**src/include/spindle_defs.svh**
```systemverilog
`ifndef SPINDLE_DEFS_SVH
`define SPINDLE_DEFS_SVH

////////////////////////////////////////////////////////////
// parameter addresses on the command port
////////////////////////////////////////////////////////////
// bit 0 is the simulation enable
`define ADDR_CTRL       8'h00
`define ADDR_WINDOW     8'h01
`define ADDR_GAIN       8'h03

////////////////////////////////////////////////////////////
// reset values and limits
////////////////////////////////////////////////////////////
`define DEFAULT_WINDOW  16'd100
`define DEFAULT_GAIN    16'd1
// shortest window the bank will store
`define MIN_WINDOW      16'd8

// widths that carry a meaning
`define SPIKE_COUNT_W   16
`define DRIVE_W         32
`define TOTAL_W         32
`define ADDR_W          8
`define WORD_W          32
`define WINDOW_W        16
`define GAIN_W          16

`endif

```
**src/logic/spindle_pkg.sv**
```systemverilog
package spindle_pkg;

    `include "spindle_defs.svh"

    // spike count of one window, saturates
    typedef logic [`SPIKE_COUNT_W-1:0] spike_count_t;

    // count times gain, full product width
    typedef logic [`DRIVE_W-1:0] drive_t;

    // running spike total, wraps
    typedef logic [`TOTAL_W-1:0] total_t;

    // command port address and data
    typedef logic [`ADDR_W-1:0] param_addr_t;
    typedef logic [`WORD_W-1:0] param_word_t;

    // window length in clock cycles
    typedef logic [`WINDOW_W-1:0] window_len_t;

    // drive multiplier
    typedef logic [`GAIN_W-1:0] gain_t;

    // four-phase handshake machine
    typedef enum logic
    {
        HS_IDLE   = 1'b0,
        HS_ACKING = 1'b1
    } hs_state_t;

endpackage

```
**src/logic/param_decode.sv**
```systemverilog
`timescale 1ns/1ps

`include "spindle_defs.svh"

module param_decode
(
    input  logic                     i_ep50trig,
    input  logic                     i_reset_global,
    input  logic                     i_cmd_req,
    input  logic                     i_cmd_write,
    input  spindle_pkg::param_addr_t i_cmd_addr,
    input  spindle_pkg::param_word_t i_cmd_data,
    output logic                     o_cmd_ack,
    output spindle_pkg::param_word_t o_cmd_rdata,
    output logic                     o_enable,
    output spindle_pkg::window_len_t o_window_len,
    output spindle_pkg::gain_t       o_gain
);

    import spindle_pkg::*;

    hs_state_t   hs_state;
    logic        enable_q;
    window_len_t window_q;
    gain_t       gain_q;
    param_word_t rdata_q;
    window_len_t window_wr;
    param_word_t read_word;

    ////////////////////////////////////////////////////////////
    // write data shaping and readback mux
    ////////////////////////////////////////////////////////////

    // window clamp, too large saturates, too small goes to minimum
    always_comb
    begin
        if (|i_cmd_data[`WORD_W-1:`WINDOW_W])
            window_wr = '1;
        else if (i_cmd_data[`WINDOW_W-1:0] < `MIN_WINDOW)
            window_wr = `MIN_WINDOW;
        else
            window_wr = i_cmd_data[`WINDOW_W-1:0];
    end

    // unknown address reads as zero
    always_comb
    begin
        read_word = '0;
        case (i_cmd_addr)
            `ADDR_CTRL:   read_word[0] = enable_q;
            `ADDR_WINDOW: read_word[`WINDOW_W-1:0] = window_q;
            `ADDR_GAIN:   read_word[`GAIN_W-1:0] = gain_q;
            default:      read_word = '0;
        endcase
    end

    ////////////////////////////////////////////////////////////
    // handshake FSM and register bank
    ////////////////////////////////////////////////////////////
    always_ff @(posedge i_ep50trig)
    begin
        if (i_reset_global)
        begin
            hs_state <= HS_IDLE;
            enable_q <= 1'b0;
            window_q <= `DEFAULT_WINDOW;
            gain_q   <= `DEFAULT_GAIN;
            rdata_q  <= '0;
        end
        else
        begin
            case (hs_state)
                HS_IDLE:
                begin
                    // act once per request, ack rises on this edge
                    if (i_cmd_req)
                    begin
                        hs_state <= HS_ACKING;
                        if (i_cmd_write)
                        begin
                            case (i_cmd_addr)
                                `ADDR_CTRL:   enable_q <= i_cmd_data[0];
                                `ADDR_WINDOW: window_q <= window_wr;
                                `ADDR_GAIN:   gain_q   <= i_cmd_data[`GAIN_W-1:0];
                                // other addresses dropped, still acked
                                default:      enable_q <= enable_q;
                            endcase
                        end
                        else
                            rdata_q <= read_word;
                    end
                end
                HS_ACKING:
                begin
                    // hold ack and rdata until host drops req
                    if (!i_cmd_req)
                        hs_state <= HS_IDLE;
                end
                default: hs_state <= HS_IDLE;
            endcase
        end
    end

    assign o_cmd_ack    = (hs_state == HS_ACKING);
    assign o_cmd_rdata  = rdata_q;
    assign o_enable     = enable_q;
    assign o_window_len = window_q;
    assign o_gain       = gain_q;

    // ack only ever rises from a sampled request
    a_ack_needs_req: assert property (@(posedge i_ep50trig) disable iff (i_reset_global)
        $rose(o_cmd_ack) |-> $past(i_cmd_req))
        else $error("ack rose without a request");

endmodule

```
**src/logic/spike_window_execute.sv**
```systemverilog
`timescale 1ns/1ps

`include "spindle_defs.svh"

module spike_window_execute
(
    input  logic                      i_ep50trig,
    input  logic                      i_reset_global,
    input  logic                      i_spike,
    input  logic                      i_enable,
    input  spindle_pkg::window_len_t  i_window_len,
    input  spindle_pkg::gain_t        i_gain,
    output logic                      o_window_done,
    output spindle_pkg::spike_count_t o_window_count,
    output spindle_pkg::drive_t       o_drive
);

    import spindle_pkg::*;

    logic         spike_meta;
    logic         spike_sync;
    logic         spike_sync_d;
    logic         spike_rise;
    window_len_t  timer;
    window_len_t  len_q;
    gain_t        gain_q;
    spike_count_t count;
    spike_count_t count_next;
    logic         window_last;

    ////////////////////////////////////////////////////////////
    // spike input synchronizer and edge detect
    ////////////////////////////////////////////////////////////

    // two flops into the clock domain, third one for the edge
    always_ff @(posedge i_ep50trig)
    begin
        if (i_reset_global)
        begin
            spike_meta   <= 1'b0;
            spike_sync   <= 1'b0;
            spike_sync_d <= 1'b0;
        end
        else
        begin
            spike_meta   <= i_spike;
            spike_sync   <= spike_meta;
            spike_sync_d <= spike_sync;
        end
    end

    assign spike_rise = spike_sync & ~spike_sync_d;

    // count including this cycle's edge, sticks at all ones
    always_comb
    begin
        if (spike_rise && (count != '1))
            count_next = count + 1'b1;
        else
            count_next = count;
    end

    ////////////////////////////////////////////////////////////
    // window timer and counter
    ////////////////////////////////////////////////////////////
    assign window_last = i_enable && (timer == len_q - 1'b1);

    always_ff @(posedge i_ep50trig)
    begin
        if (i_reset_global)
        begin
            timer  <= '0;
            count  <= '0;
            len_q  <= `DEFAULT_WINDOW;
            gain_q <= `DEFAULT_GAIN;
        end
        else if (!i_enable || window_last)
        begin
            // idle or window end, next window starts from zero
            // length and gain frozen here for the coming window
            timer  <= '0;
            count  <= '0;
            len_q  <= i_window_len;
            gain_q <= i_gain;
        end
        else
        begin
            timer <= timer + 1'b1;
            count <= count_next;
        end
    end

    // results valid during the last cycle only
    assign o_window_done  = window_last;
    assign o_window_count = count_next;
    // 16x16 product fits the drive width
    assign o_drive        = drive_t'(count_next) * drive_t'(gain_q);

    // timer wraps at the length latched for this window
    a_timer_in_window: assert property (@(posedge i_ep50trig) disable iff (i_reset_global)
        timer < len_q)
        else $error("window timer ran past latched length");

endmodule

```
**src/logic/spindle_host_top.sv**
```systemverilog
`timescale 1ns/1ps

module spindle_host_top
(
    input  logic                      i_ep50trig,
    input  logic                      i_reset_global,
    // host command port
    input  logic                      i_cmd_req,
    input  logic                      i_cmd_write,
    input  spindle_pkg::param_addr_t  i_cmd_addr,
    input  spindle_pkg::param_word_t  i_cmd_data,
    output logic                      o_cmd_ack,
    output spindle_pkg::param_word_t  o_cmd_rdata,
    // raw spike from the neuron board
    input  logic                      i_spike,
    // finished window report
    output spindle_pkg::spike_count_t o_window_count,
    output spindle_pkg::drive_t       o_drive,
    output spindle_pkg::total_t       o_total_spikes,
    output spindle_pkg::window_len_t  o_window_index,
    output logic                      o_window_valid
);

    import spindle_pkg::*;

    // tuning parameters, decode to execute
    logic         enable;
    window_len_t  window_len;
    gain_t        gain;

    // window end, execute to result
    logic         window_done;
    spike_count_t exec_count;
    drive_t       exec_drive;

    ////////////////////////////////////////////////////////////
    // command handshake and parameter bank
    ////////////////////////////////////////////////////////////
    param_decode u_param_decode
    (
        .i_ep50trig     (i_ep50trig),
        .i_reset_global (i_reset_global),
        .i_cmd_req      (i_cmd_req),
        .i_cmd_write    (i_cmd_write),
        .i_cmd_addr     (i_cmd_addr),
        .i_cmd_data     (i_cmd_data),
        .o_cmd_ack      (o_cmd_ack),
        .o_cmd_rdata    (o_cmd_rdata),
        .o_enable       (enable),
        .o_window_len   (window_len),
        .o_gain         (gain)
    );

    // spike sync, window count, gain multiply
    spike_window_execute u_spike_window_execute
    (
        .i_ep50trig     (i_ep50trig),
        .i_reset_global (i_reset_global),
        .i_spike        (i_spike),
        .i_enable       (enable),
        .i_window_len   (window_len),
        .i_gain         (gain),
        .o_window_done  (window_done),
        .o_window_count (exec_count),
        .o_drive        (exec_drive)
    );

    // registered report, running total and index
    window_result u_window_result
    (
        .i_ep50trig     (i_ep50trig),
        .i_reset_global (i_reset_global),
        .i_window_done  (window_done),
        .i_window_count (exec_count),
        .i_drive        (exec_drive),
        .o_window_count (o_window_count),
        .o_drive        (o_drive),
        .o_total_spikes (o_total_spikes),
        .o_window_index (o_window_index),
        .o_window_valid (o_window_valid)
    );

endmodule

```
**src/logic/window_result.sv**
```systemverilog
`timescale 1ns/1ps

module window_result
(
    input  logic                      i_ep50trig,
    input  logic                      i_reset_global,
    input  logic                      i_window_done,
    input  spindle_pkg::spike_count_t i_window_count,
    input  spindle_pkg::drive_t       i_drive,
    output spindle_pkg::spike_count_t o_window_count,
    output spindle_pkg::drive_t       o_drive,
    output spindle_pkg::total_t       o_total_spikes,
    output spindle_pkg::window_len_t  o_window_index,
    output logic                      o_window_valid
);

    import spindle_pkg::*;

    total_t count_ext;

    // widen window count before the running sum
    assign count_ext = total_t'(i_window_count);

    ////////////////////////////////////////////////////////////
    // per-window result registers
    ////////////////////////////////////////////////////////////
    always_ff @(posedge i_ep50trig)
    begin
        if (i_reset_global)
        begin
            o_window_count <= '0;
            o_drive        <= '0;
            o_total_spikes <= '0;
            o_window_index <= '0;
            o_window_valid <= 1'b0;
        end
        else
        begin
            // one-cycle strobe, follows the done pulse
            o_window_valid <= i_window_done;
            if (i_window_done)
            begin
                o_window_count <= i_window_count;
                o_drive        <= i_drive;
                // total and index both wrap
                o_total_spikes <= o_total_spikes + count_ext;
                o_window_index <= o_window_index + 1'b1;
            end
        end
    end

    // windows are at least the minimum length apart
    a_valid_single: assert property (@(posedge i_ep50trig) disable iff (i_reset_global)
        o_window_valid |=> !o_window_valid)
        else $error("window valid held for two cycles");

endmodule

```
**config.mk**
```make
export PLATFORM = sky130hd
export DESIGN_NAME = spindle_host_top
export DESIGN_NICKNAME = d
export VERILOG_FILES = /design/src/logic/spindle_pkg.sv /design/src/logic/param_decode.sv /design/src/logic/spike_window_execute.sv /design/src/logic/spindle_host_top.sv /design/src/logic/window_result.sv
export VERILOG_INCLUDE_DIRS = /design/src /design/src/include
export SDC_FILE = /design/constraint.sdc
export NUM_CORES = 1
export LEC_CHECK = 0
export BUFFER_PORTS_ARGS = -buffer_cell sky130_fd_sc_hd__buf_2
export CAP_MARGIN = 20
export CORE_UTILIZATION = 39
export CTS_BUF_LIST = sky130_fd_sc_hd__clkbuf_4
export DETAILED_ROUTE_END_ITERATION = 7
export GPL_ROUTABILITY_DRIVEN = 0
export HOLD_SLACK_MARGIN = 0.03
export PLACE_DENSITY_LB_ADDON = 0.1
export REMOVE_ABC_BUFFERS = 1
export SYNTH_ARGS = -nofsm -noshare
export SYNTH_HDL_FRONTEND = slang
export SYNTH_HIERARCHICAL = 1
export SYNTH_SLANG_ARGS = --single-unit
```
**constraint.sdc**
```tcl
create_clock -name i_ep50trig -period 20.3 [get_ports i_ep50trig]
set_input_delay 0 -clock i_ep50trig [delete_from_list [all_inputs] [get_ports i_ep50trig]]
set_output_delay 0 -clock i_ep50trig [all_outputs]
set_load 0.01 [all_outputs]
```
==> qor.yml <==
grt:
  grt_antenna_before_repair: 3
  grt_pass1_wl_mm: 81.0
  grt.total_usage_pct: 21.5
  grt_overflow: 0
  grt_pass1_vias: 15200
  grt_max_degree: 99
routing:
  dr.pass1.iters: 5
  dr.first_iter.drc_count: 720
  routed_wl_mm: 50.5
  routed_via_density: 5.07
  ant_nets: 0
  post_drt_wl_per_cell_um: 17.0
  num_vias: 15100
  drc: 0
floorplan:
  ioPinCount: 175
  die_w_um: 219
  core-area_um2: 46600
  start_util_pct: 39.6
  die_y_um: 219
  die-area_um2: 48200
  rows: 79
cts:
  cts.sinks: 214
  worstSkewPairLatency_ns: 0.78
  htree_num_levels: 3
  clockBufferDepth: 3
  postCtsSetupBuffers: 0
  cts_tree: "done"
  clk_pin_slew_ns: 0.06
  ctsRootBufferMaster: "clkbuf_4"
  cts_buffers: 67
  cts_repair_resize_count: 0
  cts_hold_buf: 67
power_and_ir_drop:
  internal_power_uw: 662
  p_clk_share_pct: 48.8
  seqPwrFrac_pct: 47.5
  combPwrFrac_pct: 3.7
  p_sw_uw: 231
  powerDensity_nw_per_um2: 41.9
  p_leak_nw: 10.1
  switching_share_pct: 25.9
  ir_drop_uv: 35.1
placement:
  dp_hpwl_mm: 36.6
  place_inst: 2789
  portBuffers: 158
synthesis:
  synth-compound-area-share_pct: 8.12
  ys_async_sr_fraction_pct: 0
  ys_types: 81
  syn_area_um2: 18400
  synthMuxAreaShare_pct: 6.53
  seq_area_frac_synth_pct: 23.2
  synthAdderAreaFrac_pct: 29.6
  ys_ff_latch: 214
  yosys_warnings: 6
  synth_top_family_by_area: "adder cells"
  synth-xor-area-share_pct: 4.61
  synthSimpleGateAreaFrac_pct: 19.9
  synth_edf_count: 0
  synth_flop_cell: "dfxtp_1"
  syn_area_per_cell_um2: 8.82
  syn_inst: 2091
sta:
  finalSetupViolations: 0
  finalCriticalPeriod_ns: 9.25
  finalMaxSlewViolations: 0
  fmax_mhz: 108
  finalHoldViolCount: 0
  relSlewSlack_pct: 38.3
  fin_crit_sh_pct: 45.5
  rsz0062_at_grt: "false"
  tightest_slew_ns: 0.925
  clock_skew_ns: 0.0548
  tns_ns: 0
setup_path:
  cp_slowest_cell: "o311ai_1"
  path_class: "reg2reg"
  critPathCaptureType: "flip-flop"
  start_kind: "flip-flop"
  worst-path-max-fanout: 10
  critical_path_required_ns: 20.90
  arrival_ns: 9.85
  crit_path_max_incr_delay_ns: 0.76
  crit_top_cell: "fa_1"
hold_path:
  hp-class: "in2reg"
layout:
  layoutNonFillerInstCount: 2974
  mostFrequentLayoutCells: "inv_1 (244), nor2_1 (217), dfxtp_1 (214)"
  area_delta_synth_final_pct: 15.5
  drive_gt1_share_pct: 13.8
  nets: 2683
  mostFrequentLayoutCell: "inv_1"
run:
  cap_viol_max_count: 0
outcome:
  outcome: "complete, no violations"
==> critical path: cells and delay by family, from the launching register on <==
family          cells  cell delay [ns]
compound gates      6             2.14
xor+xnor            1             0.63
fa+ha+maj           7             3.43
buf+inv             4             0.46
flops               1             0.43
mux                 2             0.39
simple gates        9             1.57
==> Yosys cell counts (4+ instances only) <==
| master | instances | area share (%) |
|---|---|---|
| buf_6 | 5 | 0.31 |
| or3_1 | 5 | 0.17 |
| dfxtp_1 | 214 | 23 |
| nand4_1 | 23 | 0.78 |
| a21o_1 | 13 | 0.53 |
| clkbuf_1 | 69 | 1.4 |
| and3_1 | 18 | 0.61 |
| xor2_1 | 41 | 1.9 |
| mux2i_1 | 109 | 5.9 |
| o311ai_0 | 4 | 0.19 |
| o211ai_1 | 6 | 0.24 |
| fa_1 | 195 | 21 |
| inv_1 | 244 | 5.0 |
| and2_1 | 119 | 4.0 |
| xnor2_1 | 56 | 2.7 |
| a211o_1 | 5 | 0.24 |
| buf_4 | 23 | 0.94 |
| nor2_1 | 217 | 4.4 |
| a22oi_1 | 17 | 0.69 |
| nor4_1 | 14 | 0.47 |
| buf_2 | 7 | 0.19 |
| a211oi_1 | 11 | 0.45 |
| nand2_1 | 206 | 4.2 |
| mux2_2 | 9 | 0.55 |
| ha_1 | 124 | 8.4 |
| a21oi_1 | 65 | 1.8 |
| or2_2 | 4 | 0.14 |
| nand3_1 | 49 | 1.3 |
| nor3_1 | 48 | 1.3 |
| o21ai_0 | 45 | 1.2 |
| nor2b_1 | 38 | 1.3 |
| o21bai_1 | 9 | 0.37 |
| o21a_1 | 5 | 0.20 |
==> kinds of logic (layout without fill, tap and decap cells) <==
kind of cell / count (synthesis) / in the layout
other: 1 / 18
XOR/XNOR: 97 / 97
adder cells (fa/ha/maj): 319 / 319
AND/OR/NAND/NOR: 763 / 763
AO/OA/AOI/OAI: 226 / 226
multiplexers: 119 / 119
buffers and inverters: 352 / 611
flip-flops: 214 / 214
==> state kept, by name (all words and copies together), names as in the netlist <==
signal / cells
u_window_result/o_window_index: 16
u_window_result/o_window_count: 16
u_spike_window_execute/timer: 16
u_spike_window_execute/spike_sync_d: 1
u_param_decode/o_gain: 16
u_param_decode/o_cmd_ack: 1
u_param_decode/o_cmd_rdata: 16
u_window_result/o_drive: 32
u_spike_window_execute/gain_q: 16
u_window_result/o_total_spikes: 32
u_param_decode/o_window_len: 16
u_spike_window_execute/spike_sync: 1
u_window_result/o_window_valid: 1
u_spike_window_execute/len_q: 16
u_spike_window_execute/spike_meta: 1
u_param_decode/o_enable: 1
u_spike_window_execute/count: 16
==> per-stage QoR <==
| stage | hold WS, ns | cell area (µm²) | worst slack (ns) | utilization [%] | total power, mW |
|---|---|---|---|---|---|
| after floorplan | 0.0691 | 17900 | 5.96 | - | 0.442 |
| after global placement | 0.224 | 19800 | 11.26 | 42.5 | 0.459 |
| after detailed placement | 0.234 | 19800 | 11.15 | 42.5 | 0.459 |
| after CTS | 0.0314 | 21300 | 11.09 | 45.7 | 0.917 |
| after global routing | 0.114 | 21300 | 10.39 | 45.7 | 0.942 |
| final | 0.131 | 21300 | 11.05 | 45.7 | 0.893 |
==> routing by layer <==
metal  vias up  track usage (%)  routed length [µm]
li1       7314                -                   -
met1      7276             28.2               23100
met2       414             35.0               23500
met3        68             4.31                2840
met4         2             8.03                1070
met5         -                0                  13
==> path summary, 6_finish.rpt <==
path | start | to | slack (ns) | cells past startpoint
setup / recovery | u_spike_window_execute/count[7] | u_window_result/o_drive[30] | 11.05 | 29
hold reg to reg | u_spike_window_execute/spike_meta | u_spike_window_execute/spike_sync | 0.46 | 1
setup reg to reg | u_spike_window_execute/count[7] | u_window_result/o_drive[30] | 11.05 | 29
hold / removal | i_cmd_data[23] | u_param_decode/o_window_len[9] | 0.13 | 5
==> cell type report <==
| class | instances | area (µm²) |
|---|---|---|
| tap | 607 | 759 |
| timing repair buffer | 252 | 1680 |
| antenna | 2 | 5.00 |
| inverter | 244 | 916 |
| multi-input combinational | 1540 | 12800 |
| clock inverter | 16 | 96.3 |
| sequential | 214 | 4280 |
| fill | 4601 | 25300 |
| clock buffer | 99 | 743 |
==> power by group through the flow <==
stage,logic (mW),registers (mW),clock network [mW]
after floorplan,0.00787,0.434,0
after global placement,0.0253,0.433,0
after detailed placement,0.0256,0.433,0
after CTS,0.0327,0.424,0.460
after global routing,0.0359,0.424,0.482
final,0.0328,0.424,0.436
(Power assumes the default switching activity.)
